===== config.mk =====
export PLATFORM = sky130hd
export DESIGN_NAME = spiMemBridge
export DESIGN_NICKNAME = d
export VERILOG_FILES = /design/src/logic/audioPkg.sv /design/src/logic/spiMemBridge.sv
export SDC_FILE = /design/constraint.sdc
export NUM_CORES = 1
export LEC_CHECK = 0
export BUFFER_PORTS_ARGS = -buffer_cell sky130_fd_sc_hd__buf_4
export CORE_MARGIN = 4
export CORE_UTILIZATION = 38
export CTS_CLUSTER_SIZE = 40
export DETAILED_ROUTE_END_ITERATION = 10
export PLACE_DENSITY = 0.66
export SLEW_MARGIN = 20
export SYNTH_ARGS = -nofsm -noshare
export SYNTH_HDL_FRONTEND = slang
export SYNTH_SLANG_ARGS = --single-unit

===== constraint.sdc =====
create_clock -name clk -period 5.95 [get_ports clk]
set_input_delay 0.2975 -clock clk [delete_from_list [all_inputs] [get_ports clk]]
set_output_delay 0.2975 -clock clk [all_outputs]
set_load 0.005 [all_outputs]

===== src/logic/audioPkg.sv =====
package audioPkg;

  localparam int addrWidth = 10;
  localparam int memDepth = 1024;
  localparam int dataWidth = 8;
  localparam int spiAddrBits = 16;   // address phase length on SPI
  localparam int writeFlagBit = 15;
  localparam int dacMsb = 12;        // 13-bit DAC word in excess 4096
  localparam logic [addrWidth-1:0] sampleLoAddr = 10'd1022;
  localparam logic [addrWidth-1:0] sampleHiAddr = 10'd1023;
  localparam int fetchInterval = 256;

  typedef enum logic {
    opRead  = 1'b0,
    opWrite = 1'b1
  } memOp_t;

  // one memory access as seen by the arbiter
  typedef struct packed {
    memOp_t                 op;
    logic [addrWidth-1:0]   addr;
    logic [dataWidth-1:0]   wdata;
  } memReq_t;

  typedef logic [dacMsb:0] dacWord_t;

endpackage


===== src/logic/spiMemBridge.sv =====
`timescale 1ns/1ps

// mode 0 SPI slave taking a 16-bit address then auto-incrementing data bytes
module spiMemBridge (
  input  logic              clk,
  input  logic              Reset,
  input  logic              sck,
  input  logic              mosi,
  input  logic              ssel,
  output logic              miso,
  output audioPkg::memReq_t request,
  output logic              req,
  input  logic              ack,
  input  logic [7:0]        rdata
);
  import audioPkg::*;

  logic [2:0] sckSync;
  logic [1:0] sselSync;
  logic [1:0] mosiSync;
  logic sckRise;
  logic sckFall;
  logic sselActive;
  logic mosiBit;
  logic step;
  logic [4:0] count;
  logic [4:0] countNext;
  logic writeFlag;
  logic [spiAddrBits-1:0] addrShift;
  logic [spiAddrBits-1:0] addrNext;
  logic [spiAddrBits-1:0] addrIncr;
  logic [dataWidth-1:0] dataIn;
  logic [dataWidth-1:0] byteNext;
  logic [dataWidth-1:0] readData;
  logic [dataWidth-1:0] shiftOut;
  logic issueRead;
  logic issueWrite;

  always_ff @(posedge clk or posedge Reset) begin
    if (Reset) begin
      sckSync <= '0;
      sselSync <= '1;   // select idles high
      mosiSync <= '0;
    end else begin
      sckSync <= {sckSync[1:0], sck};
      sselSync <= {sselSync[0], ssel};
      mosiSync <= {mosiSync[0], mosi};
    end
  end

  assign sckRise = (sckSync[2:1] == 2'b01);
  assign sckFall = (sckSync[2:1] == 2'b10);
  assign sselActive = ~sselSync[1];
  assign mosiBit = mosiSync[1];
  assign step = sselActive & sckRise;

  // 0..15 address bits then 16..23 repeating per data byte
  assign countNext = (count == 5'd23) ? 5'd16 : count + 5'd1;
  assign addrNext = {addrShift[spiAddrBits-2:0], mosiBit};
  assign addrIncr = addrShift + 16'd1;
  assign byteNext = {dataIn[dataWidth-2:0], mosiBit};

  assign issueRead = step & (((count == 5'd15) & ~addrNext[writeFlagBit]) |
                             ((count == 5'd23) & ~writeFlag));
  assign issueWrite = step & (count == 5'd23) & writeFlag;

  always_ff @(posedge clk or posedge Reset) begin
    if (Reset) begin
      count <= '0;
      writeFlag <= 1'b0;
      req <= 1'b0;
      shiftOut <= '0;
    end else begin
      if (issueRead | issueWrite) begin
        req <= 1'b1;
      end else if (ack) begin
        req <= 1'b0;
      end
      if (!sselActive) begin
        count <= '0;
        writeFlag <= 1'b0;
        shiftOut <= '0;
      end else begin
        if (sckRise) begin
          count <= countNext;
          if (count == 5'd15) writeFlag <= addrNext[writeFlagBit];
        end
        if (sckFall) begin
          // new byte starts on the first falling edge after a byte boundary
          shiftOut <= (count == 5'd16) ? readData : {shiftOut[dataWidth-2:0], 1'b0};
        end
      end
    end
  end

  always_ff @(posedge clk) begin
    if (step) begin
      if (!count[4]) begin
        addrShift <= addrNext;
      end else begin
        dataIn <= byteNext;
        if (count == 5'd23) addrShift <= addrIncr;
      end
    end
    if (issueRead | issueWrite) begin
      request.op <= issueWrite ? opWrite : opRead;
      if (count == 5'd15) begin
        request.addr <= addrNext[addrWidth-1:0];   // first read right after address
      end else if (issueWrite) begin
        request.addr <= addrShift[addrWidth-1:0];
      end else begin
        request.addr <= addrIncr[addrWidth-1:0];   // prefetch next byte
      end
      request.wdata <= byteNext;
    end
    if (ack && request.op == opRead) readData <= rdata;
  end

  assign miso = shiftOut[dataWidth-1];

endmodule


# After elaboration in Yosys (flattened, before gate mapping)
# Index checks and enable logic that the tools add are counted.
# Widths: inputs -> output; s select.
[totals] in_bits=14 elab_cells=57 output_inout_bits=21 reg_bits=72
[classes] eq_ne=6 reduce_logical=8 n_addsub=2 muxes=16 n_bitwise=12
[op_table] op="$mux 16" count=2
[op_table] op="$mux 8" count=3
[op_table] op="$mux 10" count=2
[op_table] op="$add 16x1->16 const B" count=1
[op_table] op="$mux 5" count=3
[op_table] op="$eq 5x5->1 const B" count=2
[op_table] op="$reduce_bool 2->1" count=4
[op_table] op="$and 1x1->1" count=6
[op_table] op="$mux 1" count=6
[op_table] op="$reduce_and 2->1" count=3
[op_table] op="$add 5x1->5 const B" count=1
[op_table] op="$eq 5x4->1 const B" count=1
[op_table] op="$not 1->1" count=4
[op_table] op="$eq 2x1->1 const B" count=1
[op_table] op="$eq 2x2->1 const B" count=1
[op_table] op="$ne 2x1->1 const B" count=1
[op_table] op="$or 1x1->1" count=2
[op_table] op="$logic_and 1x1->1" count=1

# Longest topological paths before layout
[logic_depth] ltp_word=6 depth_mapped=8 depth_no_buf=7

# Least setup slack after synthesis
# No wires, ideal clock.
[synth_path] kind="reg-to-reg" startpoint="register count[0]" endpoint="register request[10] (netlist bit) (data pin)" setup_time_ps=259 t_required_ps=5691 period_less_slack_ps=1967 arrival_ps=1708 n_path_buf=2 slack_ps=3983 stages_incl_launch_ff=7 path_cell_list="dfrtp_1 ha_1 and3_1 ha_1 clkbuf_1 clkbuf_1 a211o_1"
[synth_via] elab_chain_len=5 elab_cells_between_ends=6 cone_classes="eq/ne: 2; mux: 2; bitwise: 2"
[synth_rtl] element="from (decl)" line="spiMemBridge.sv:26" rtl="logic [4:0] count;"
[synth_rtl] element="from (signal assigned)" line="spiMemBridge.sv:85" rtl="count <= countNext;"
[synth_rtl] element="$eq 5x5->1" line="spiMemBridge.sv:65" rtl="assign issueWrite = step & (count == 5'd23) & writeFlag;"
[synth_rtl] element="$and 1x1->1 (2 in a row)" line="spiMemBridge.sv:65"
[synth_rtl] element="$mux 10" line="spiMemBridge.sv:109" rtl="end else if (issueWrite) begin"
[synth_rtl] element="$mux 10 (*)" line="spiMemBridge.sv:107" rtl="if (count == 5'd15) begin"
[synth_rtl] element="to (decl)" line="spiMemBridge.sv:11" rtl="output audioPkg::memReq_t request,"
# Every way passes the cells marked *; elsewhere a longest branch is shown, timed or not.
# A chain may end at the register's enable or synchronous reset.

# Worst setup path after layout
[layout_path] startpoint="register count[4]" endpoint="register request[14] (netlist bit) (enable)"
[layout_via] elab_chain_len=5 elab_cells_between_ends=9 cone_classes="eq/ne: 2; bitwise: 7"
[layout_rtl] element="$eq 5x4->1 or $eq 5x5->1 (tied branches)" line="spiMemBridge.sv:63, spiMemBridge.sv:64, spiMemBridge.sv:65"
[layout_rtl] element="$and 1x1->1 (on tied branches)" line="spiMemBridge.sv:63, spiMemBridge.sv:64"
[layout_rtl] element="$or 1x1->1" line="spiMemBridge.sv:63" rtl="assign issueRead = step & (((count == 5'd15) & ~addrNext[writeFlagBit]) |"
[layout_rtl] element="$and 1x1->1" line="spiMemBridge.sv:63"
[layout_rtl] element="$or 1x1->1 (*)" line="spiMemBridge.sv:105" rtl="if (issueRead | issueWrite) begin"
# Marks and branches as above.

==> run summary <==
first-pass GRT wire length: 9840 µm
fin crit share: 47.1%
slew margin rel.: 25.9%
die span in y: 101 µm
Seq/Total Area, Yosys: 62.1%
Die Width: 101 µm
Max clock buf depth: 2
kind of critical path: flop to flop
pwr/cell area: 252 mW/mm²
drt pass-1 iters: 4
static leakage: 1.40 nW
CTS hold repair buffers: 0
synth warn: 0
# Post-CTS Setup Buffers: 0
Antenna Nets Post-Route: 0
Overall Power: 0.941 mW
register clock-pin slew on the reported worst setup and hold paths: 0.08 ns
gr ovfl total: 0
Netlist cell types: 53
Routed WL: 5920 µm
Clk Latency, worst-skew pair: 0.35 ns
DRT iter0 DRCs: 116
Initial Util: 39.3%
Critical Path RT: 5.93 ns
worst-path fanout max: 35
outcome: completed
ys async rst share: 31.0%
Post-Syn Area: 0.00326 mm²
#FFs+latches synth: 71
internal power: 0.713 mW
combinational power share: 4.8%
Worst-Margin Slew: 1.11 ns
net count after synthesis: 286
post-CTS sizing: 0
# Max-Cap Violations: 0
Clk pwr share: 36.2%
Worst setup SP type: flop
Max Clock Skew: 0.00855 ns
Place WS: 2.87 ns
switching part of the total: 24.2%
Finish-stage setup viols: 0
H-tree depth: 3
final setup margin: 3.15 ns
largest net degree at the start of global routing: 36
core area: 0.00830 mm²
Final Critical Period: 2.80 ns
Final Slew Violations: 0
Residual DRC: 0
share of cells above drive strength 1: 21.7%
RSZ-0062 raised after global routing: false
Ports: 35
GRT Total Usage: 12.4%
antenna violations before repair: 0
vias post-DR: 2122
RD Place Congestion: 0.827
sequential share of power: 59.0%
CP Capture Type: flop
CP arrival: 2.78 ns
f_max: 0.357 GHz
Hold Fails Final Rpt: 0
Wirelength per Cell: 14.6 µm
syn avg cell area: 12.2 µm²
site row count: 33
EDFF count, synth: 49
nets: 313
Antenna Cells: 0
switching pwr: 0.227 mW
Sinks on Clock Net: 71
DIE AREA: 0.0101 mm²
CTS root buffer: clkbuf_8
HP Class: input port to flop
Setup TNS: 0 ns
Mapped Cells: 268
vias per cell: 5.24
CTS tree: built
CTS Buf Count: 9
post-DP HPWL: 3890 µm
worst vdd ir: 0.156 mV
top_reg_cell synth: edfxtp_1
fillcell total: 780
Area growth syn-to-layout: 14.5%
Buffers on Ports: 34
vias in the first global route: 2055
==> per-stage QoR <==
step                hold slack (ns)  util [%]  std cells  cell area, µm²
detailed placement            0.340      42.9        389            3560
floorplan                     0.285         -        268            3260
global route                 0.0305      45.0        405            3730
CTS                          0.0394      45.0        405            3730
global placement              0.334      42.9        389            3560
finish                       0.0538      45.0        405            3730
==> cell families after synthesis <==
group | Yosys count | share of synthesized area [%]
AO/OA/AOI/OAI | 59 | 11.5
adder cells (fa/ha/maj) | 4 | 1.53
flip-flops | 71 | 62.1
multiplexers | 15 | 4.72
AND/OR/NAND/NOR | 83 | 14.5
XOR/XNOR | 5 | 1.34
buffers and inverters | 31 | 4.33
==> power by group through the flow <==
stage	Combinational (mW)	Sequential (mW)	Clock (mW)
2_1_floorplan	0.0401	0.556	0
3_3_place_gp	0.0441	0.565	0
3_5_place_dp	0.0455	0.566	0
4_1_cts	0.0457	0.555	0.353
5_1_grt	0.0514	0.558	0.373
6_report	0.0450	0.555	0.340
==> synthesized netlist by cell type (all sizes together), types with 2 or more instances <==
library cell / n / area [µm²]
edfxtp: 49 / 1470
nand2: 26 / 97.6
a21oi: 20 / 100
dfrtp: 20 / 500
nor2: 17 / 63.8
inv: 13 / 48.8
o21ai: 13 / 65.1
mux2i: 12 / 120
buf: 11 / 66.3
nand3: 9 / 57.6
clkbuf: 7 / 26.3
nand4: 6 / 58.8
and3: 4 / 25.0
ha: 4 / 50.1
or3: 4 / 25.0
xnor2: 4 / 35.0
a211o: 3 / 26.3
a22oi: 3 / 22.5
a311oi: 3 / 26.3
mux2: 3 / 33.8
nor4: 3 / 18.8
nor4b: 3 / 32.5
a211oi: 2 / 15.0
a31oi: 2 / 12.5
and2: 2 / 12.5
and4: 2 / 17.5
dfstp: 2 / 52.6
nor2b: 2 / 12.5
o211ai: 2 / 15.0
o32ai: 2 / 17.5
==> cell type report <==
class	count	area, µm²	area share, %
clock inverters	7	47.5	1.27
clock buffers	9	124	3.32
flip-flops and latches	71	2030	54.2
repair buffers	34	255	6.83
well taps	105	131	3.52
inverters	13	48.8	1.31
multi-input cells	166	1100	29.5
==> state kept, by name, summed over array words and instances (netlist names), 3 cells and up <==
signal / cells
count: 5
request: 19
readData: 8
shiftOut: 8
dataIn: 7
sckSync: 3
addrShift: 15
==> worst paths after layout <==
kind	from	endpoint	slack (ns)	cells past startpoint
setup reg to reg	count[4]	request[14]	3.15	4
hold reg to reg	mosiSync[0]	mosiSync[1]	0.36	0
min in group asynchronous	Reset	count[4]	0.12	2
max in group asynchronous	Reset	count[4]	5.27	2
hold / removal	ssel	sselSync[0]	0.05	1
setup / recovery	count[4]	request[14]	3.15	4
==> metal layers <==
metal  up-vias  wire length, µm  global-route usage, %
met4         0               93                   4.25
met2        56             2790                   18.8
met1      1010             2700                   16.5
li1       1045                -                      -
met5         -                0                      0
met3        11              330                   4.15
==> cells in the final DEF (no fill, tap or decap), types with 8 or more instances in the layout <==
master    synthesis  layout
edfxtp_1         49      49
buf_4             2      34
nand2_1          26      26
a21oi_1          20      20
dfrtp_1          20      19
nor2_1           17      17
mux2i_1          12      12
inv_1            11      11
o21ai_1          11      11
clkbuf_8          0       9
nand3_1           8       8
==> critical path, cell delays in order (launching register included) <==
cell,delay (ns)
dfrtp_2,0.63
inv_2,0.21
ha_1,0.68
nor2b_1,0.22
o21a_1,0.67
No activity file was read; power rests on OpenSTA's default activity.
