$ cat src/logic/audioPkg.sv
package audioPkg;

  localparam int addrWidth = 10;
  localparam int memDepth = 1024;
  localparam int dataWidth = 8;
  localparam int spiAddrBits = 16;   // address phase length on SPI
  localparam int writeFlagBit = 15;
  localparam int dacMsb = 12;        // 13-bit DAC word in excess 4096
  localparam logic [addrWidth-1:0] sampleLoAddr = 10'd1022;
  localparam logic [addrWidth-1:0] sampleHiAddr = 10'd1023;
  localparam int fetchInterval = 256;

  typedef enum logic {
    opRead  = 1'b0,
    opWrite = 1'b1
  } memOp_t;

  // one memory access as seen by the arbiter
  typedef struct packed {
    memOp_t                 op;
    logic [addrWidth-1:0]   addr;
    logic [dataWidth-1:0]   wdata;
  } memReq_t;

  typedef logic [dacMsb:0] dacWord_t;

endpackage

$ cat src/logic/sigmaDeltaDac.sv
`timescale 1ns/1ps

// first-order delta-sigma DAC with an excess 4096 input
module sigmaDeltaDac (
  input  logic               clk,
  input  logic               Reset,
  input  audioPkg::dacWord_t sample,
  output logic               audio
);
  import audioPkg::*;

  logic [dacMsb+2:0] deltaB;
  logic [dacMsb+2:0] deltaAdder;
  logic [dacMsb+2:0] sigmaAdder;
  logic [dacMsb+2:0] sigmaLatch;

  // sign of the accumulator fed back as the delta term
  assign deltaB = {sigmaLatch[dacMsb+2], sigmaLatch[dacMsb+2], {(dacMsb+1){1'b0}}};
  assign deltaAdder = {2'b00, sample} + deltaB;
  assign sigmaAdder = deltaAdder + sigmaLatch;

  always_ff @(posedge clk or posedge Reset) begin
    if (Reset) begin
      sigmaLatch <= {2'b01, {(dacMsb+1){1'b0}}};   // mid value
      audio <= 1'b0;
    end else begin
      sigmaLatch <= sigmaAdder;
      audio <= sigmaLatch[dacMsb+2];
    end
  end

endmodule

$ cat config.mk
export PLATFORM = sky130hd
export DESIGN_NAME = sigmaDeltaDac
export DESIGN_NICKNAME = d
export VERILOG_FILES = /design/src/logic/audioPkg.sv /design/src/logic/sigmaDeltaDac.sv
export SDC_FILE = /design/constraint.sdc
export NUM_CORES = 1
export LEC_CHECK = 0
export ABC_AREA = 1
export BUFFER_PORTS_ARGS = -buffer_cell sky130_fd_sc_hd__buf_2
export CORE_MARGIN = 8
export CORE_UTILIZATION = 51
export DETAILED_ROUTE_END_ITERATION = 10
export PLACE_DENSITY_LB_ADDON = 0.12
export REMOVE_ABC_BUFFERS = 1
export SLEW_MARGIN = 20
export SYNTH_ARGS = -nofsm -noshare
export SYNTH_HDL_FRONTEND = slang
export SYNTH_SLANG_ARGS = --single-unit
$ cat constraint.sdc
create_clock -name clk -period 1.58 [get_ports clk]
set_input_delay 0.158 -clock clk [delete_from_list [all_inputs] [get_ports clk]]
set_output_delay 0.158 -clock clk [all_outputs]
set_load 0.005 [all_outputs]
Word-level counts from Yosys, hierarchy flattened
Cells that the tools add are included.

word-level totals
  flip-flop bits (word level) = 16
  output and inout port bits = 1
  word-level logic and storage cells = 4

operators by class
  add/sub/neg operators = 2

operator list
  cell                                       count
  14-bit by 14-bit adder with 15-bit output  1
  15-bit adder                               1

Longest topological paths before layout
Gate-level depths: netlist of the first run.

  depth after elaboration = 2
  depth in mapped cells = 9

Worst setup path after synthesis of the first run
Ideal clock, no wire load.

  kind = register to register
  start point = register sigmaLatch[0]
  end point = register sigmaLatch[12]
  library setup time = 0.117 ns
  arrival = 1.388 ns
  data required time = 1.463 ns
  slack = 0.074 ns
  cell stages (with the launch flop) = 9
  path buffers = 0
  period minus slack after synthesis = 1.506 ns
  cells stage by stage = dfrtp_1 ha_1 fa_1 nand3_1 nand3_2 nand3_1 nand3_1 nand2_1 nand2_1

between the ends
  cells in the longest elaborated chain, start to end = 1

RTL lines
  what                      line                 source
  start: declaration        sigmaDeltaDac.sv:15  logic [dacMsb+2:0] sigmaLatch;
  start signal: assignment  sigmaDeltaDac.sv:24  sigmaLatch <= {2'b01, {(dacMsb+1){1'b0}}};
  start signal: assignment  sigmaDeltaDac.sv:27  sigmaLatch <= sigmaAdder;
  15-bit adder              sigmaDeltaDac.sv:20  assign sigmaAdder = deltaAdder + sigmaLatch;
  via sigmaAdder[12]        sigmaDeltaDac.sv:14  logic [dacMsb+2:0] sigmaAdder;

The timed path passes the listed nets, and every way through them passes these cells.

Worst setup path in the final report of the first run
  start point = register sigmaLatch[0]
  end point = register sigmaLatch[4]

The elaborated chain is that of the path after synthesis.

==> flow_summary.rst, run 1 <==
.. list-table::
   :header-rows: 1

   * - Metric
     - Value
   * - Port Buffer Count
     - 15
   * - Fin Clk Skew
     - 0.009816 ns
   * - Highest fanout seen on the critical path
     - 4
   * - Post-detailed-placement half-perimeter wirelength
     - 2029 um
   * - Number of instances in the synthesized netlist
     - 160
   * - Die extent in y
     - 64.33 um
   * - Overall routed net length
     - 2521 um
   * - Final #Nets
     - 213
   * - Outcome
     - complete, no violations
   * - Number of clock sinks
     - 16
   * - Synth Area per Inst
     - 7.445 sq um
   * - Post-route setup TNS
     - 0 ns
   * - Number of vias in the routed layout
     - 1051
   * - Crit. End Element
     - register
   * - Maximum vdd drop
     - 1067 uV
   * - Least-Margin Pin Slew
     - 0.6272 ns
   * - Design Power
     - 2781 uW
   * - Effective utilization at floorplan
     - 53.85%
   * - Horizontal die dimension
     - 64.33 um
   * - Count of maximum capacitance violations
     - 0
   * - Die Outline Area
     - 4138 sq um
   * - Count of H-tree levels built during CTS
     - 1
   * - Total iterations of the first detailed-routing run
     - 4
   * - Power per unit of standard cell area
     - 2011 nW/um^2
   * - GP Congestion
     - 0.9055
   * - Post-Place Setup Slack
     - -0.003925 ns
   * - Ys async rst share
     - 100.0%
   * - Hold slack final
     - 0.1281 ns
   * - Critical Path Start Type
     - register
   * - Final worst slack
     - 0.06427 ns
   * - Most used standard cell by instance count after synthesis
     - sky130_fd_sc_hd__nand2_1
   * - Library cells used by synthesis
     - 22
   * - Maximum buffer depth of the clock tree
     - 2
   * - P&R area growth vs syn
     - 16.07%
   * - Wire length of the first global-routing pass
     - 4374 um
   * - Largest net degree at the start of global routing
     - 17
   * - Top area cells in the synthesized netlist
     - sky130_fd_sc_hd__dfrtp_1, sky130_fd_sc_hd__nand2_1, sky130_fd_sc_hd__ha_1
   * - Worst-Skew Late Latency
     - 0.29 ns
   * - Site row count
     - 17
   * - Max-slew violation count
     - 0
   * - Highest clock frequency the design can meet
     - 659.7 MHz
   * - Antenna violations before repair
     - 0
   * - Clock transition at the register clock pins on the worst setup and hold paths after CTS
     - 0.09 ns
   * - Clock tree from TritonCTS
     - done
   * - Crit path kind
     - register to register
   * - Number of buffers created by CTS
     - 3
   * - Drt drc
     - 0
   * - Share of the synthesized area in the top cell type
     - 31.51%
   * - Per-cell routed wire length
     - 12.00 um
   * - Post-synth EDFFs
     - 0
   * - Core footprint
     - 2212 sq um
   * - ANT cells
     - 0
   * - Number of top-level pins
     - 16
   * - Detailed Route Iter0 Violations
     - 27
   * - Leak Pwr
     - 0.0007677 uW
   * - Number of global-route vias before repair
     - 1064
   * - Master cell of the clock root buffer
     - sky130_fd_sc_hd__clkbuf_4
   * - Period utilization
     - 95.93%
   * - Total grt overflow
     - 0
   * - Arrival time of data at the critical path endpoint
     - 1.69 ns
   * - Number of warnings printed during yosys synthesis
     - 0
   * - Post-synth top area cell
     - sky130_fd_sc_hd__dfrtp_1
   * - Fin. Hold Viols
     - 0
   * - Register bit total from synthesis
     - 16
   * - Most used standard cells in the synthesized netlist
     - sky130_fd_sc_hd__nand2_1, sky130_fd_sc_hd__inv_1, sky130_fd_sc_hd__dfrtp_1
   * - Post-route ant nets
     - 0
   * - Post-Synthesis Cell Area
     - 1191 sq um
   * - DR vias/cell
     - 5.005
   * - Minimum clock period after layout
     - 1.516 ns
   * - Data required time of the worst path
     - 1.75 ns
   * - Final Non-Filler Cells
     - 210
   * - Combined global-route utilization of all metal layers
     - 12.94%
   * - Share of the yosys chip area belonging to registers
     - 33.72%
   * - Worst relative slew slack
     - 58.14%
   * - Synth Flop Type
     - sky130_fd_sc_hd__dfrtp_1
   * - HP Class
     - input port to register
   * - Count of placed standard cells including taps
     - 204
   * - Share of final-layout standard cells stronger than drive strength 1
     - 21.98%
   * - Final setup violation count
     - 0
-- state kept, by name (all words and copies together) (netlist names) --
register / cells
sigmaLatch: 15
audio: 1
-- metal layers --
layer,up-vias,track usage [%],share of wire [%]
li1,550,-,-
met1,478,16.85,49
met2,19,20.37,45
met3,4,3.310,5.2
met4,0,4.087,1.1
met5,-,0,0
-- worst max-delay path: stages, from the launching register on --
cell and delay (ns):
sky130_fd_sc_hd__dfrtp_1 0.38, sky130_fd_sc_hd__ha_2 0.18, sky130_fd_sc_hd__fa_2 0.35, sky130_fd_sc_hd__nand3_1 0.10
sky130_fd_sc_hd__nand3_2 0.11, sky130_fd_sc_hd__buf_4 0.16, sky130_fd_sc_hd__xor2_1 0.13
-- cell type report --
cell class,count,area (sq um)
flip-flops and latches,16,401.6
multi-input cells,121,723.2
fillers,211,829.5
clock buffers,4,36.28
inverters,23,86.33
repair buffers,18,100.1
well taps,28,35.03
-- stage by stage --
stage / instance area (sq um) / utilization [%]
after global placement: 1309 / 59.16
after CTS: 1358 / 61.37
final: 1383 / 62.50
after detailed placement: 1309 / 59.16
after global routing: 1383 / 62.50
after floorplan: 1191 / -
-- final timing paths --
kind / startpoint / end / slack, ns / cells past startpoint
hold / removal: sample[0] / sigmaLatch[0]$_DFF_PP0_ / 0.13 / 2
setup / recovery: sigmaLatch[0]$_DFF_PP0_ / sigmaLatch[4]$_DFF_PP0_ / 0.06 / 6
hold reg to reg: sigmaLatch[14]$_DFF_PP0_ / audio$_DFF_PP0_ / 0.40 / 0
max in group asynchronous: Reset / sigmaLatch[5]$_DFF_PP0_ / 0.69 / 3
setup reg to reg: sigmaLatch[0]$_DFF_PP0_ / sigmaLatch[4]$_DFF_PP0_ / 0.06 / 6
min in group asynchronous: Reset / sigmaLatch[8]$_DFF_PP0_ / 0.47 / 3
-- cell usage in the layout (no fill, tap or decap), drive strengths merged --
master / instances
fa: 1
o21bai: 1
nand3: 11
ha: 14
xnor2: 3
nor3: 2
clkinv: 1
buf: 17
inv: 22
xor2: 4
dfstp: 1
nand2: 57
nand3b: 1
nor2: 15
nand4: 3
dfrtp: 15
clkbuf: 4
a21oi: 9
dlygate4sd3: 1
-- report_power, final --
part,switching (uW),internal [uW],leakage [uW]
clock,132,140,0.0000210
combinational,1080,708,0.000558
sequential,79.9,644,0.000189
-- kinds of logic after synthesis --
logic type | after synthesis | synth area share [%]
adder cells (fa/ha/maj) | 15 | 16.39
AO/OA/AOI/OAI | 10 | 5.042
flip-flops | 16 | 33.72
AND/OR/NAND/NOR | 89 | 32.46
buffers and inverters | 23 | 7.248
XOR/XNOR | 7 | 5.147
-- what timing repair did --
item                                    4_1_cts  5_1_grt
setup buffers                                 0        1
resized for setup                             1        5
pin swaps                                     0        0
hold endpoints to repair                     15        0
endpoints found under the setup margin        3        7
hold buffers                                  1        0
No activity file was read; power rests on OpenSTA's default activity.
==> inputs of run 2 (changes only) <==
- ABC_AREA: 1 -> unset
- CORE_UTILIZATION: 51 -> 50
==> flow_summary.rst, run 2 <==
.. list-table::
   :header-rows: 1

   * - Metric
     - Value
   * - Count of H-tree levels built during CTS
     - 1 (unchanged)
   * - Leak Pwr
     - 0.0007391 uW (-3.7%)
   * - Count of maximum capacitance violations
     - 0 (unchanged)
   * - Per-cell routed wire length
     - 14.63 um (+22%)
   * - Sequential share of power
     - 20.8% (-5.2 points)
   * - Largest registers ranked by flip-flop count
     - sigmaLatch (15), audio (1)
   * - Register bit total from synthesis
     - 16 (unchanged)
   * - Post-Synthesis Cell Area
     - 1085 sq um (-8.9%)
   * - Least-Margin Pin Slew
     - 0.6198 ns (-0.007410 ns)
   * - Ys async rst share
     - 100.0% (unchanged)
   * - Die extent in y
     - 62.58 um (-2.7%)
   * - Arrival time of data at the critical path endpoint
     - 2.21 ns (+0.52 ns)
   * - Unrepaired setup endpoints after global routing
     - true
   * - Clock network power share
     - 7.9% (-1.9 points)
   * - Top area cells in the synthesized netlist
     - sky130_fd_sc_hd__dfrtp_1, sky130_fd_sc_hd__ha_1, sky130_fd_sc_hd__a21oi_1
   * - Highest fanout seen on the critical path
     - 3 (-1)
   * - GRT busiest layer
     - met2
   * - Data required time of the worst path
     - 1.78 ns (+0.03 ns)
   * - Crit. End Element
     - register
   * - Most used standard cells in the synthesized netlist
     - sky130_fd_sc_hd__dfrtp_1, sky130_fd_sc_hd__ha_1, sky130_fd_sc_hd__nor2_1
   * - Post-synth EDFFs
     - 0 (unchanged)
   * - Clock transition at the register clock pins on the worst setup and hold paths after CTS
     - 0.10 ns (about the same)
   * - GP Congestion
     - 0.7877 (-13%)
   * - Critical Path Start Type
     - register
   * - Final standard cell utilization of the core
     - 73.71% (+11 points)
   * - Share of the yosys chip area belonging to registers
     - 37.02% (+3.3 points)
   * - Met2 Track Usage GR
     - 24.71% (+4.3 points)
   * - Drt drc
     - 0 (unchanged)
   * - DR vias/cell
     - 5.380 (+7.5%)
   * - Hold slack final
     - 0.09909 ns (-0.02900 ns)
   * - Worst relative slew slack
     - 58.63% (+0.49 points)
   * - Post-route ant nets
     - 0 (unchanged)
   * - Period utilization
     - 127.5% (+32 points)
   * - Number of instances in the synthesized netlist
     - 112 (-30%)
   * - Synth Area per Inst
     - 9.686 sq um (+30%)
   * - Highest-delay cell along the critical path
     - sky130_fd_sc_hd__fa_2
   * - Fin Clk Skew
     - 0.002940 ns (-0.006876 ns)
   * - Effective utilization at floorplan
     - 51.00% (-2.8 points)
   * - Fin. Hold Viols
     - 0 (unchanged)
   * - Maximum vdd drop
     - 1230 uV (+15%)
   * - Combined global-route utilization of all metal layers
     - 14.11% (+1.2 points)
   * - Synth Flop Type
     - sky130_fd_sc_hd__dfrtp_1
   * - Number of buffers created by CTS
     - 3 (unchanged)
   * - Detailed Route Iter0 Violations
     - 32 (+19%)
   * - Maximum buffer depth of the clock tree
     - 2 (unchanged)
   * - Critical-path cell list
     - ha_2 > fa_2 > a21oi_4 > o22ai_2 > o41ai_2 > buf_4 > nand3_2 > o311ai_2
   * - Final worst slack
     - -0.4344 ns (-0.4987 ns)
   * - Largest register FFs
     - 15 (unchanged)
   * - Horizontal die dimension
     - 62.58 um (-2.7%)
   * - Core footprint
     - 2127 sq um (-3.8%)
   * - Minimum clock period after layout
     - 2.014 ns (+0.4987 ns)
   * - Outcome
     - complete, but fails checks
   * - Antenna violations before repair
     - 0 (unchanged)
   * - Master cell of the clock root buffer
     - sky130_fd_sc_hd__clkbuf_4
   * - Violations in the final reports
     - negative setup slack
   * - Port Buffer Count
     - 15 (unchanged)
   * - Design Power
     - 3574 uW (+29%)
   * - Number of warnings printed during yosys synthesis
     - 0 (unchanged)
   * - Most frequent cells in the layout
     - sky130_fd_sc_hd__buf_4, sky130_fd_sc_hd__dfrtp_1, sky130_fd_sc_hd__buf_2
   * - Met3 layer usage reported by global route
     - 3.584% (+0.27 points)
   * - Most used standard cell by instance count after synthesis
     - sky130_fd_sc_hd__dfrtp_1
   * - Final setup violation count
     - 10 (+10)
   * - Commonest non-fill, non-tap cell in the layout
     - sky130_fd_sc_hd__buf_4
   * - Cell-internal power
     - 2110 uW (+41%)
   * - Switching power summed over all nets
     - 1463 uW (+14%)
   * - Delay of the slowest critical-path stage
     - 0.41 ns (+0.03 ns)
   * - Number of clock sinks
     - 16 (unchanged)
   * - P&R area growth vs syn
     - 44.52%
   * - Highest clock frequency the design can meet
     - 496.4 MHz (-25%)
   * - Final #Nets
     - 187 (-12%)
   * - Largest net degree at the start of global routing
     - 17 (unchanged)
   * - Max-slew violation count
     - 0 (unchanged)
   * - Final-layout fill cell count
     - 164 (-22%)
   * - Share of the synthesized area in the top cell type
     - 34.60% (+3.1 points)
   * - Clock tree from TritonCTS
     - done
   * - Number of top-level pins
     - 16 (unchanged)
   * - Library cells used by synthesis
     - 31 (+41%)
   * - Total grt overflow
     - 0 (unchanged)
   * - Met1 Use GR
     - 15.43% (-1.4 points)
   * - Total iterations of the first detailed-routing run
     - 4 (unchanged)
   * - Worst-Skew Late Latency
     - 0.29 ns (about the same)
   * - Switching Share
     - 40.95% (-5.4 points)
   * - Overall routed net length
     - 2691 um (+6.7%)
   * - Site row count
     - 17 (unchanged)
   * - HP Class
     - input port to register
   * - Die Outline Area
     - 3916 sq um (-5.4%)
   * - Share of final-layout standard cells stronger than drive strength 1
     - 45.51% (+24 points)
   * - Register name with the most flops
     - sigmaLatch
   * - Number of global-route vias before repair
     - 1012 (-4.9%)
   * - Wire length of the first global-routing pass
     - 4519 um (+3.3%)
   * - Post-detailed-placement half-perimeter wirelength
     - 1859 um (-8.4%)
   * - Power per unit of standard cell area
     - 2280 nW/um^2 (+13%)
   * - Number of vias in the routed layout
     - 990 (-5.8%)
   * - Post-synth top area cell
     - sky130_fd_sc_hd__dfrtp_1
   * - Logic pwr share
     - 71.3% (+7.1 points)
   * - Crit path kind
     - register to register
   * - ANT cells
     - 0 (unchanged)
-- run 2: final timing paths --
kind	start	endpoint	slack, ns	cells past startpoint
min in group asynchronous	Reset	sigmaLatch[3]$_DFF_PP0_	0.50	3
worst min register to register	sigmaLatch[14]$_DFF_PP0_	audio$_DFF_PP0_	0.40	0
worst min-delay path	sample[0]	sigmaLatch[0]$_DFF_PP0_	0.1	2
worst max-delay path	sigmaLatch[0]$_DFF_PP0_	sigmaLatch[12]$_DFF_PP0_	-0.43	8
max in group asynchronous	Reset	sigmaLatch[12]$_DFF_PP0_	0.68	3
worst max register to register	sigmaLatch[0]$_DFF_PP0_	sigmaLatch[12]$_DFF_PP0_	-0.43	8
-- run 2: repair_timing --
item,CTS,global route
pin swaps,11,4
hold endpoints to repair,15,0
hold buffers,1,0
endpoints found under the setup margin,9,11
resized for setup,21,10
setup buffers,3,2
-- run 2: power groups by stage --
stage	clock (uW)	sequential (uW)	combinational (uW)
CTS	289	743	2300
floorplan	0	716	1280
finish	282	743	2550
detailed placement	0	739	1960
global route	311	766	2790
global placement	0	727	1910
-- run 2: worst max-delay path: cells and delay by family (launching register included) --
kind                       cells  cell delay, ns
buffers and inverters          1            0.21
and+or+nand+nor                1            0.09
DFF                            1            0.38
adders and majority gates      2            0.61
AOI/OAI and AO/OA              4            0.62
-- run 2: layout make-up --
type	instances	area [sq um]	area share [%]
timing repair buffer	42	291.5	18.60
clock buffer	4	36.28	2.314
tap	28	35.03	2.235
multi-input combinational	89	784.5	50.04
sequential	16	401.6	25.62
inverter	5	18.77	1.197
-- run 2: through the flow --
step	cells	cell area, sq um	setup slack, ns	TNS (ns)
after floorplan	110	1070	-0.4888	-1.604
after global placement	174	1338	-0.4823	-2.872
after detailed placement	174	1338	-0.5314	-3.138
after CTS	182	1508	-0.3596	-2.429
after global routing	184	1568	-0.4978	-3.686
final	184	1568	-0.4344	-2.670
-- run 2: cells by family after synthesis --
family                   synth area share (%)
adder cells (fa/ha/maj)                 17.99
buffers and inverters                   3.114
flip-flops                              37.02
XOR/XNOR                                8.073
AO/OA/AOI/OAI                           17.99
AND/OR/NAND/NOR                         15.80
-- run 2: metal layers --
layer  routed length (um)  share of wire, %
met1                 1043                39
met5                    0                 0
met3                  135               5.0
met2                 1483                55
met4                   29               1.1
