$ cat src/logic/audioPkg.sv
package audioPkg;

  localparam int addrWidth = 10;
  localparam int memDepth = 1024;
  localparam int dataWidth = 8;
  localparam int spiAddrBits = 16;   // address phase length on SPI
  localparam int writeFlagBit = 15;
  localparam int dacMsb = 12;        // 13-bit DAC word in excess 4096
  localparam logic [addrWidth-1:0] sampleLoAddr = 10'd1022;
  localparam logic [addrWidth-1:0] sampleHiAddr = 10'd1023;
  localparam int fetchInterval = 256;

  typedef enum logic {
    opRead  = 1'b0,
    opWrite = 1'b1
  } memOp_t;

  // one memory access as seen by the arbiter
  typedef struct packed {
    memOp_t                 op;
    logic [addrWidth-1:0]   addr;
    logic [dataWidth-1:0]   wdata;
  } memReq_t;

  typedef logic [dacMsb:0] dacWord_t;

endpackage

$ cat src/logic/sampleFetch.sv
`timescale 1ns/1ps

// pulls the 13-bit audio sample out of memory at a fixed interval
module sampleFetch (
  input  logic               clk,
  input  logic               Reset,
  output audioPkg::memReq_t  request,
  output logic               req,
  input  logic               ack,
  input  logic [7:0]         rdata,
  output audioPkg::dacWord_t sample
);
  import audioPkg::*;

  typedef enum logic [1:0] {
    fetchWait,
    fetchLo,
    fetchHi
  } fetchState_t;

  fetchState_t state;
  logic [$clog2(fetchInterval)-1:0] intervalCount;
  logic [dataWidth-1:0] loByte;

  assign request.op = opRead;
  assign request.addr = (state == fetchHi) ? sampleHiAddr : sampleLoAddr;
  assign request.wdata = '0;

  always_ff @(posedge clk or posedge Reset) begin
    if (Reset) begin
      state <= fetchWait;
      intervalCount <= '0;
      req <= 1'b0;
      sample <= dacWord_t'(1 << dacMsb);   // mid-scale
    end else begin
      case (state)
        fetchWait: begin
          intervalCount <= intervalCount + 1'b1;
          if (intervalCount == ($clog2(fetchInterval))'(fetchInterval - 1)) begin
            req <= 1'b1;
            state <= fetchLo;
          end
        end
        fetchLo: begin
          if (req & ack) begin
            req <= 1'b0;
          end else if (!req & !ack) begin
            req <= 1'b1;   // second handshake once ack is down
            state <= fetchHi;
          end
        end
        fetchHi: begin
          if (req & ack) begin
            req <= 1'b0;
            sample <= {rdata[dacMsb-dataWidth:0], loByte};
            intervalCount <= '0;
            state <= fetchWait;
          end
        end
        default: state <= fetchWait;
      endcase
    end
  end

  always_ff @(posedge clk) begin
    if (state == fetchLo && req && ack) loByte <= rdata;
  end

endmodule

$ cat config.mk
export PLATFORM = sky130hd
export DESIGN_NAME = sampleFetch
export DESIGN_NICKNAME = d
export VERILOG_FILES = /design/src/logic/audioPkg.sv /design/src/logic/sampleFetch.sv
export SDC_FILE = /design/constraint.sdc
export NUM_CORES = 1
export LEC_CHECK = 0
export BUFFER_PORTS_ARGS = -buffer_cell sky130_fd_sc_hd__buf_2
export CORE_MARGIN = 2
export CORE_UTILIZATION = 50
export CTS_CLUSTER_SIZE = 30
export DETAILED_ROUTE_END_ITERATION = 10
export PLACE_DENSITY = 0.78
export SLEW_MARGIN = 25
export SYNTH_ARGS = -nofsm -noshare
export SYNTH_HDL_FRONTEND = slang
export SYNTH_SLANG_ARGS = --single-unit
$ cat constraint.sdc
create_clock -name clk -period 3.52 [get_ports clk]
set_clock_uncertainty 0.15 [all_clocks]
set_input_delay 0.528 -clock clk [delete_from_list [all_inputs] [get_ports clk]]
set_output_delay 0.528 -clock clk [all_outputs]
set_load 0.1 [all_outputs]
Yosys cells after proc, flatten, opt, wreduce, memory -nomap -nowiden
Cells that the tools add are included.
{"block": "op_classes", "n_eq_ne": 8, "bitwise_logic": 2, "n_mux": 13, "add_sub_neg": 1, "reduce_logical": 11}
{"cell": "$pmux 8 s2", "n": 1}
{"cell": "$add 8x1->8 const B", "n": 1}
{"cell": "$eq 8x8->1 const B", "n": 1}
{"cell": "$mux 2", "n": 4}
{"cell": "$mux 8", "n": 1}
{"cell": "$reduce_and 4->1", "n": 2}
{"cell": "$ne 2x2->1 const B", "n": 3}
{"cell": "$pmux 2 s3", "n": 1}
{"cell": "$mux 1", "n": 5}
{"cell": "$reduce_and 2->1", "n": 2}
{"cell": "$ne 3x3->1 const B", "n": 1}
{"cell": "$pmux 1 s3", "n": 1}
{"cell": "$reduce_bool 3->1", "n": 1}
{"cell": "$and 1x1->1", "n": 2}
{"cell": "$eq 2x1->1 const B", "n": 1}
{"cell": "$eq 2x2->1 const B", "n": 1}
{"cell": "$logic_and 1x1->1", "n": 2}
{"cell": "$logic_not 1->1", "n": 2}
{"cell": "$logic_not 2->1", "n": 1}
{"cell": "$ne 2x1->1 const B", "n": 1}
{"cell": "$reduce_bool 2->1", "n": 1}
{"block": "totals", "word_cells": 40, "inputBits": 11, "out_inout_bits": 33, "reg_bits": 32}

Longest topological paths before layout
Gate-level depths: netlist of the first run.
{"block": "logic_depth", "depth_word": 5, "depth_mapped": 6}

Least setup slack after synthesis of the first run
Ideal clock, no wire load.
{"block": "synth_path", "path_kind": "register to register", "startpoint": "register req", "endpoint": "register loByte[0] (enable)", "stages_incl_launch_ff": 3, "synth_period_minus_slack_ns": 2.566, "setup_slack_ns": 0.954, "n_path_buf": 0, "arrival_time_ns": 2.021, "path_cell_list": "dfrtp_1 > inv_1 > nor4_1"}
{"block": "synth_between", "elab_chain_len": 2}
{"element": "start: declaration", "line": "sampleFetch.sv:8", "text": "output logic req,"}
{"element": "start signal: assignment", "line": "sampleFetch.sv:33", "text": "req <= 1'b0;"}
{"element": "start signal: assignment", "line": "sampleFetch.sv:40", "text": "req <= 1'b1;"}
{"element": "start signal: assignment", "line": "sampleFetch.sv:46", "text": "req <= 1'b0;"}
{"element": "$logic_and 1x1->1 (2 in series)", "line": "sampleFetch.sv:66", "text": "if (state == fetchLo && req && ack) loByte <= rdata;"}
{"element": "end signal: assignment", "line": "sampleFetch.sv:66"}
{"element": "end: declaration", "line": "sampleFetch.sv:23", "text": "logic [dataWidth-1:0] loByte;"}
Every way passes these cells.
A chain may end at the register's enable or synchronous reset.

==> results of run 1 <==
==> sequential cells by signal (all words and copies together), names as in the netlist <==
| signal | flops |
|---|---|
| loByte | 8 |
| sample | 13 |
| req | 1 |
| state | 2 |
| intervalCount | 8 |
==> cells in the final DEF, fill, tap and decap left out, drive strengths merged <==
| cell type | count |
|---|---|
| nor4 | 1 |
| nor2b | 1 |
| mux2 | 1 |
| o22ai | 1 |
| nand4 | 2 |
| a221oi | 1 |
| mux2i | 2 |
| edfxtp | 8 |
| or2 | 1 |
| and2b | 1 |
| nor2 | 8 |
| xor2 | 1 |
| nand2 | 47 |
| ha | 3 |
| dfstp | 1 |
| buf | 25 |
| o31ai | 1 |
| clkinv | 2 |
| conb | 18 |
| a22o | 1 |
| a21oi | 6 |
| and2 | 1 |
| and3 | 2 |
| nand3 | 2 |
| inv | 4 |
| clkbuf | 5 |
| o21ai | 3 |
| nor3 | 1 |
| bufinv | 1 |
| nand2b | 1 |
| dfrtp | 23 |
| o211ai | 1 |
==> logic make-up after synthesis <==
family,synth area share (%)
AO/OA/AOI/OAI,6.34
flip-flops,56.1
other,0.501
adder cells (fa/ha/maj),2.50
multiplexers,2.34
AND/OR/NAND/NOR,19.7
buffers and inverters,11.9
XOR/XNOR,0.584
==> per-layer routing <==
layer | routed length, µm | GRT usage, % | up-vias | part of all wire (%)
met4 | 46 | 6.82 | 0 | 1.8
met1 | 1030 | 18.7 | 468 | 40
met5 | 0 | 0 | - | 0
met2 | 1300 | 27.3 | 45 | 51
met3 | 164 | 5.93 | 5 | 6.5
li1 | - | - | 501 | -
==> final timing paths <==
kind	from	to	slack, ns	cells after the start
max	state[0]	request[8]	1.40	2
max reg2reg	state[0]	intervalCount[7]	1.69	4
min	rdata[5]	loByte[5]	0.22	1
min reg2reg	loByte[0]	sample[0]	0.30	2
max in group asynchronous	Reset	req	2.43	2
min in group asynchronous	Reset	sample[7]	0.23	2
==> through the flow <==
stage               hold slack [ns]  std cells  instance area, µm²  setup slack (ns)
finish                        0.223        207                1640              1.40
CTS                           0.211        207                1640              1.38
global placement              0.273        199                1570              1.58
floorplan                     0.265        165                1560             0.954
global route                  0.194        207                1640              1.33
detailed placement            0.275        199                1570              1.50
==> where the power goes <==
group	leakage (µW)	total (µW)	internal (µW)	switching [µW]
combinational	0.000440	792	154	638
sequential	0.000377	587	501	85.4
clock	0.0000403	262	145	117
==> layout make-up <==
cell class / instances / area, µm²
clock buffers: 5 / 37.5
clock inverters: 3 / 37.5
fillers: 249 / 1160
inverters: 4 / 15.0
multi-input cells: 107 / 546
flip-flops and latches: 32 / 842
well taps: 31 / 38.8
repair buffers: 25 / 125
==> impl_metrics.tcl, run 1 <==
set metrics [dict create \
    detail_route.iter0.violations 33 \
    num_vias 1019 \
    die_w_um 58.8 \
    synth_most_common_cell "nand2_1" \
    tightest_slew_ns 0.913 \
    worst-path-buf-inv 1 \
    dr.pass1.iters 7 \
    endpoint_kind "primary output" \
    finalHoldViolCount 0 \
    rsz0062_at_grt "no" \
    worstSetupPathType "reg -> out" \
    synth_ff_type "dfrtp_1" \
    syn_inst 149 \
    yosysSeqAreaShare_pct 56.1 \
    vdd_ir_drop_max_v 0.000602 \
    fin_setup_tns_ns 0 \
    cts_resized 0 \
    failed_checks "design-rule violations" \
    p_leak_uw 0.000858 \
    routedWlPerCell_um 12.3 \
    core_region_area_um2 2810 \
    p_total_uw 1640 \
    drtAntennaViolNets 0 \
    post-route-util_pct 58.5 \
    die-area_um2 3450 \
    syn2layout_area_growth_pct 9.42 \
    period_minus_slack_ns 2.12 \
    rows 19 \
    cp_top_family "flip-flops" \
    antenna_cells 0 \
    setup_viol 0 \
    htreeDepth 2 \
    antenna_found_initial 0 \
    numCtsBuffers 5 \
    clk_pin_slew_ns 0.10 \
    final_nets 189 \
    cts.path.max_buffers 2 \
    drive_above_1_share_pct 21.6 \
    slowest_delay_ns 0.42 \
    crit_chain "and2b_4, buf_2" \
    grt-ovfl-total 0 \
    clockRootBuffer "clkbuf_4" \
    gp_congestion 0.735 \
    clkLatencyLatePin_ns 0.32 \
    yosysUniqueCellTypes 34 \
    start_util_pct 53.5 \
    timing.final.crit_share_pct 60.4 \
    cts_tree "yes" \
    syn_avg_cell_area_um2 10.1 \
    slowest_stage "dfrtp_1" \
    synth-edff-count 8 \
    status "complete, but fails checks" \
    drc 4 \
    synthArstFlopShare_pct 75.0 \
    synth_area_um2 1500 \
    crit_fanout 5 \
    drv_cap 0 \
    die_h_um 58.8 \
    grt_use_total_pct 16.3 \
    yosysWarnings 0 \
    postCtsHoldBufs 0 \
    slew_headroom_pct 38.6 \
    wl_um 2540 \
    ios 44 \
    synth_top_cell_area_share_pct 38.4 \
    max_freq_ghz 0.471 \
    grt_max_degree 25 \
    crit_path_start_kind "flip-flop" \
    io_buffers 25 \
    crit_required_ns 2.84 \
    place_hpwl_um 1830 \
    synthTopCellsByArea "dfrtp_1, edfxtp_1, nand2_1" \
    cp.arrival_ns 1.45 \
    power_density_nw_per_um2 999 \
    synth_common_cells "nand2_1, dfrtp_1, buf_4" \
    clock-sinks 32 \
    grt_pass1_vias 955 \
    cts_setup_buffers 0 \
    final_max_slew_viol_count 0 \
    grt_pass1_wl_um 4110 \
    vias_per_cell 4.92 \
    ys_ff_latch 32 \
    yosys.area.top_type "dfrtp_1" \
    hp-class "in -> reg" \
]
Power figures use the tool's default switching activity.
==> inputs of run 2 (changes only) <==
--- a/config.mk
+++ b/config.mk
@@ -5,12 +5,13 @@
 export SDC_FILE = /design/constraint.sdc
 export NUM_CORES = 1
 export LEC_CHECK = 0
+export ABC_AREA = 1
 export BUFFER_PORTS_ARGS = -buffer_cell sky130_fd_sc_hd__buf_2
 export CORE_MARGIN = 2
-export CORE_UTILIZATION = 50
+export CORE_UTILIZATION = 46
 export CTS_CLUSTER_SIZE = 30
 export DETAILED_ROUTE_END_ITERATION = 10
-export PLACE_DENSITY = 0.78
+export PLACE_DENSITY = 0.74
 export SLEW_MARGIN = 25
 export SYNTH_ARGS = -nofsm -noshare
 export SYNTH_HDL_FRONTEND = slang
==> constraint.sdc (replaced) <==
create_clock -name clk -period 1.9 [get_ports clk]
set_clock_uncertainty 0.15 [all_clocks]
set_input_delay 0.285 -clock clk [delete_from_list [all_inputs] [get_ports clk]]
set_output_delay 0.285 -clock clk [all_outputs]
set_load 0.1 [all_outputs]
==> run 2 against run 1 <==
  * The run now ends clean
  * Non-clock buffer count grew 13
  * Routed wire length grew 12%
  * Utilization shrank 2.7 points
  * Via count grew 17%
  * Synthesized cell count grew 13%
  * Cell area grew 14%
  * Hold slack gained 0.073 ns
  * Register-to-register slack lost 1.4 ns
  * Critical endpoint unchanged
  * Largest cell class unchanged
  * Largest power group is now registers
==> impl_metrics.tcl, run 2 <==
set metrics [dict create \
    crit_required_ns 1.46 \
    final_cells 254 \
    yosysWarnings 0 \
    io_buffers 25 \
    synth_compound_area_share_pct 4.67 \
    rows 21 \
    ys_ff_latch 32 \
    drc 0 \
    clk_pin_slew_ns 0.10 \
    syn_inst 169 \
    syn2layout_area_growth_pct 16.0 \
    p_switching_uw 398 \
    num_vias 1195 \
    crit_fanout 6 \
    cts_tree "yes" \
    synth-edff-count 8 \
    synthTopCellsByArea "dfrtp_1, edfxtp_1, nand2_1" \
    gp_congestion 0.815 \
    yosys.area_share.adder_pct 2.34 \
    reg.largest.list "sample x13, intervalCount x8, loByte x8" \
    die-area_um2 3980 \
    worstSetupPathType "reg -> out" \
    p_comb_share_pct 15.0 \
    crit_path_start_kind "flip-flop" \
    rsz0062_at_grt "no" \
    largest_register_ffs 13 \
    grt_max_degree 25 \
    grt_pass1_wl_um 4660 \
    final_max_slew_viol_count 0 \
    fill_cells 295 \
    final_common_cell "nand2_1" \
    numCtsBuffers 5 \
    syn_avg_cell_area_um2 9.51 \
    cts_resized 0 \
    power_frac_seq_pct 54.0 \
    fin_setup_tns_ns 0 \
    clock-sinks 32 \
    clkPwrFrac_pct 31.0 \
    yosysUniqueCellTypes 27 \
    vdd_ir_drop_max_v 0.000519 \
    clkLatencyLatePin_ns 0.33 \
    whs_path_depth 3 \
    routedWlPerCell_um 11.2 \
    detail_route.iter0.violations 51 \
    drtAntennaViolNets 0 \
    synth_common_cells "nand2_1, dfrtp_1, nand3_1" \
    timing.final.crit_share_pct 95.7 \
    p_leak_uw 0.000967 \
    drv_cap 0 \
    grt_use_total_pct 15.2 \
    synth_top_cell_area_share_pct 35.8 \
    dp.cells 237 \
    final_nets 221 \
    wl_um 2850 \
    synth_top_family_by_area "simple AND/OR/NAND/NOR gates" \
    postCtsHoldBufs 8 \
    tightest_slew_ns 0.550 \
    clockRootBuffer "clkbuf_4" \
    endpoint_kind "primary output" \
    drive_above_1_share_pct 25.0 \
    power_density_nw_per_um2 700 \
    post-route-util_pct 55.9 \
    dr.pass1.iters 4 \
    layout_setup_ws_ns 0.0816 \
    hp-class "in -> reg" \
    crit_chain "inv_2, nor2_4, buf_12" \
    swShare_pct 30.5 \
    yosys.area.top_type "dfrtp_1" \
    top_register "sample" \
    r2r_slack_ns 0.32 \
    die_h_um 63.1 \
    synth_area_um2 1610 \
    synthArstFlopShare_pct 75.0 \
    period_minus_slack_ns 1.82 \
    die_w_um 63.1 \
    finalHoldViolCount 0 \
    antenna_cells 0 \
    r2r_start "req" \
    htreeDepth 2 \
    slew_headroom_pct 63.0 \
    crit_path_start "state[1]" \
    core_region_area_um2 3340 \
    internal_power_uw 907 \
    synthMuxAreaShare_pct 0 \
    grt_pass1_vias 1092 \
    crit_end "request[8]" \
    cp.arrival_ns 1.38 \
    slowest_delay_ns 0.51 \
    synth_most_common_cell "nand2_1" \
    cts_setup_buffers 0 \
    vias_per_cell 4.70 \
    max_freq_ghz 0.550 \
    setup_viol 0 \
    ios 44 \
    r2r-end "req" \
    antenna_found_initial 0 \
    yosys.area_share.simple_pct 25.2 \
    slowest_stage "dfrtp_1" \
    start_util_pct 48.1 \
    worstRegToRegCells 5 \
    cts.path.max_buffers 2 \
    yosysSeqAreaShare_pct 52.4 \
    grt-ovfl-total 0 \
    place_hpwl_um 2020 \
    detailedPlace.worstSlack_ns 0.343 \
    final_cell_mix "nand2_1, buf_2, nand3_1, dfrtp_1, conb_1" \
    synth_ff_type "dfrtp_1" \
    status "finished clean" \
    synthXorXnorAreaFrac_pct 0 \
]
run 2: area by class of cell:
cell class                 count  area [µm²]  share of cell area [%]
clock buffer                   7        55.1                    2.95
inverter                      11        41.3                    2.21
sequential                    32         843                    45.2
tap                           46        57.6                    3.09
multi-input combinational    119         599                    32.1
timing repair buffer          38         260                    14.0
clock inverter                 1        7.51                   0.403
run 2: worst min path at each step:
stage               startpoint               end  slack, ns
floorplan                Reset  intervalCount[0]       0.15
global placement         Reset         sample[0]       0.19
detailed placement       Reset         sample[0]       0.19
CTS                   rdata[0]         loByte[0]      0.005
global route               ack         loByte[2]       0.29
finish                     ack         loByte[6]       0.30
run 2: metal layers:
layer / global-route usage, % / wire (µm) / vias up
met4: 8.06 / 80 / 0
met5: 0 / 0 / -
met2: 23.5 / 1300 / 46
met3: 4.29 / 160 / 11
li1: - / - / 589
met1: 19.3 / 1310 / 549
run 2: stage by stage:
stage	power [µW]	area [µm²]	hold slack (ns)
4_1_cts	1310	1850	0.00499
6_report	1300	1860	0.296
2_1_floorplan	911	1680	0.149
5_1_grt	1360	1860	0.293
3_3_place_gp	899	1710	0.192
3_5_place_dp	899	1710	0.195
run 2: power by group through the flow:
stage / combinational, µW / sequential (µW) / clock (µW)
finish: 196 / 704 / 404
global route: 203 / 704 / 452
CTS: 193 / 704 / 416
detailed placement: 181 / 718 / 0
global placement: 180 / 718 / 0
floorplan: 193 / 718 / 0
run 2: cells by family (layout without fill, tap and decap cells):
kind of cell / after synthesis / count (layout)
fa+ha+maj: 3 / 3
buf+inv: 34 / 57
compound gates: 13 / 13
simple gates: 85 / 85
flops: 32 / 32
other cells: 2 / 18
run 2: critical path, delay by kind of cell (launching register included):
| family | cells | cell delay (ns) |
|---|---|---|
| DFF | 1 | 0.51 |
| buffers and inverters | 2 | 0.31 |
| and+or+nand+nor | 1 | 0.23 |
==> inputs of run 3 (changes only) <==
--- a/config.mk
+++ b/config.mk
@@ -5,10 +5,10 @@
 export SDC_FILE = /design/constraint.sdc
 export NUM_CORES = 1
 export LEC_CHECK = 0
-export ABC_AREA = 1
 export BUFFER_PORTS_ARGS = -buffer_cell sky130_fd_sc_hd__buf_2
+export CAP_MARGIN = 20
 export CORE_MARGIN = 2
-export CORE_UTILIZATION = 46
+export CORE_UTILIZATION = 45
 export CTS_CLUSTER_SIZE = 30
 export DETAILED_ROUTE_END_ITERATION = 10
 export PLACE_DENSITY = 0.74
==> run 3 against run 2 <==
  * Hold slack got worse by 0.065 ns
  * Register-to-register slack worse by 0.18 ns
  * Fmax up 0.82%
  * Combinational power grew to 7.7 times the previous value
  * Sequential power up 56%
  * Count of clock-buffer cells in the layout down 1
  * Via count down 9.6%
  * Cell area decreased by 3.8%
  * Clock power up 23%
==> impl_metrics.tcl, run 3 (synthesis gave the netlist of run 1 again) <==
set metrics [dict create \
    r2r-end "req" \
    drc 0 \
    drv_cap 0 \
    grt_max_degree 22 \
    largest_register_ffs 13 \
    core_region_area_um2 3100 \
    die-area_um2 3810 \
    cts.path.max_buffers 2 \
    crit_fanout 5 \
    power_density_nw_per_um2 1730 \
    die_h_um 61.7 \
    final_common_cell "nand2_1" \
    p_total_uw 3100 \
    top_register "sample" \
    io_buffers 25 \
    place_hpwl_um 2050 \
    syn2layout_area_growth_pct 19.5 \
    grt_pass1_wl_um 4540 \
    worstRegToRegCells 6 \
    reg.largest.list "sample x13, intervalCount x8, loByte x8" \
    vias_per_cell 4.62 \
    drtAntennaViolNets 0 \
    antenna_cells 0 \
    crit_required_ns 1.46 \
    detail_route.iter0.violations 76 \
    clkLatencyLatePin_ns 0.32 \
    routedWlPerCell_um 12.3 \
    clock-sinks 32 \
    crit_path_start "state[0]" \
    antenna_found_initial 0 \
    status "finished clean" \
    whs_path_depth 3 \
    cts_setup_buffers 0 \
    htreeDepth 2 \
    timing.final.crit_share_pct 94.9 \
    min_to "state[1]" \
    num_vias 1080 \
    wl_um 2870 \
    setup_viol 0 \
    r2r_start "req" \
    cp.arrival_ns 1.37 \
    worstSetupPathType "reg -> out" \
    crit_path_start_kind "flip-flop" \
    finalHoldViolCount 0 \
    clockRootBuffer "clkbuf_4" \
    final_nets 203 \
    start_util_pct 48.3 \
    max_freq_ghz 0.554 \
    final_max_slew_viol_count 0 \
    numCtsBuffers 5 \
    r2r_slack_ns 0.14 \
    gp_congestion 0.855 \
    cts_tree "yes" \
    fin_setup_tns_ns 0 \
    grt_use_total_pct 16.8 \
    rsz0062_at_grt "no" \
    vdd_ir_drop_max_v 0.000982 \
    dr.pass1.iters 4 \
    die_w_um 61.7 \
    final_cell_mix "nand2_1, buf_2, dfrtp_1, conb_1, dlygate4sd3_1" \
    period_minus_slack_ns 1.80 \
    fill_cells 298 \
    rows 20 \
    clk_pin_slew_ns 0.09 \
    drive_above_1_share_pct 24.2 \
    hp-class "in -> reg" \
    p_leak_uw 0.000918 \
    ios 44 \
    endpoint_kind "primary output" \
    hold_start "ack" \
    grt_pass1_vias 1004 \
    grt-ovfl-total 0 \
]
==> run 3: cell count changes in the layout (fill, tap and decap cells not counted), sizes merged, moves of 2 or more <==
cell,delta
nand3,-22
nor2,-2
mux2i,+2
nand2,-2
a21oi,+4
and3,+2
o21ai,-6
inv,-7
==> run 3: per-layer routing <==
metal / wire length [µm] / part of all wire [%] / track usage (%)
met5: 0 / 0 / 0
met2: 1460 / 51 / 27.7
met3: 188 / 6.5 / 5.80
met1: 1200 / 42 / 20.7
met4: 27 / 0.94 / 5.47
==> run 3: where the power goes <==
group / internal, µW / switching (µW) / leakage [µW]
clock network: 276 / 222 / 0.0000422
registers: 936 / 160 / 0.000377
logic: 313 / 1190 / 0.000499
total: 1520 / 1570 / 0.000918
==> run 3: worst max-delay path, stage by stage, from the launching register on <==
cell and delay, ns:
dfrtp_1 0.43, and2b_4 0.29, clkbuf_4 0.33
==> run 3: per-stage QoR <==
stage	hold WS [ns]	setup slack (ns)	util, %	area (µm²)	instances
final	0.230	0.0965	57.8	1790	234
after global routing	0.221	0.0159	57.8	1790	234
after CTS	0.0106	0.00315	57.4	1780	233
after detailed placement	0.0229	0.150	52.3	1620	217
after global placement	0.0123	0.229	52.3	1620	217
after floorplan	0.149	0.0440	-	1570	165
==> run 3: cell type report <==
type                    count  area (µm²)  share of cell area [%]
repair buffers             39         255                    14.2
inverters                   4        15.0                   0.837
clock buffers               6        41.3                    2.30
clock inverters             2        35.0                    1.95
well taps                  44        55.1                    3.07
flip-flops and latches     32         846                    47.2
multi-input cells         107         546                    30.4
==> run 3: worst max-delay path by stage <==
| stage | endpoint | cells past startpoint | slack [ns] |
|---|---|---|---|
| floorplan | req | 6 | 0.04 |
| finish | request[8] | 2 | 0.1 |
| global route | request[8] | 2 | 0.02 |
| global placement | req | 6 | 0.23 |
| CTS | request[8] | 2 | 0.003 |
| detailed placement | req | 6 | 0.15 |
==> run 3: repair_timing <==
action,4_1_cts,5_1_grt
hold buffers,8,1
endpoints found under the setup margin,0,1
endpoints found under the hold margin,33,1
resized for setup,0,1
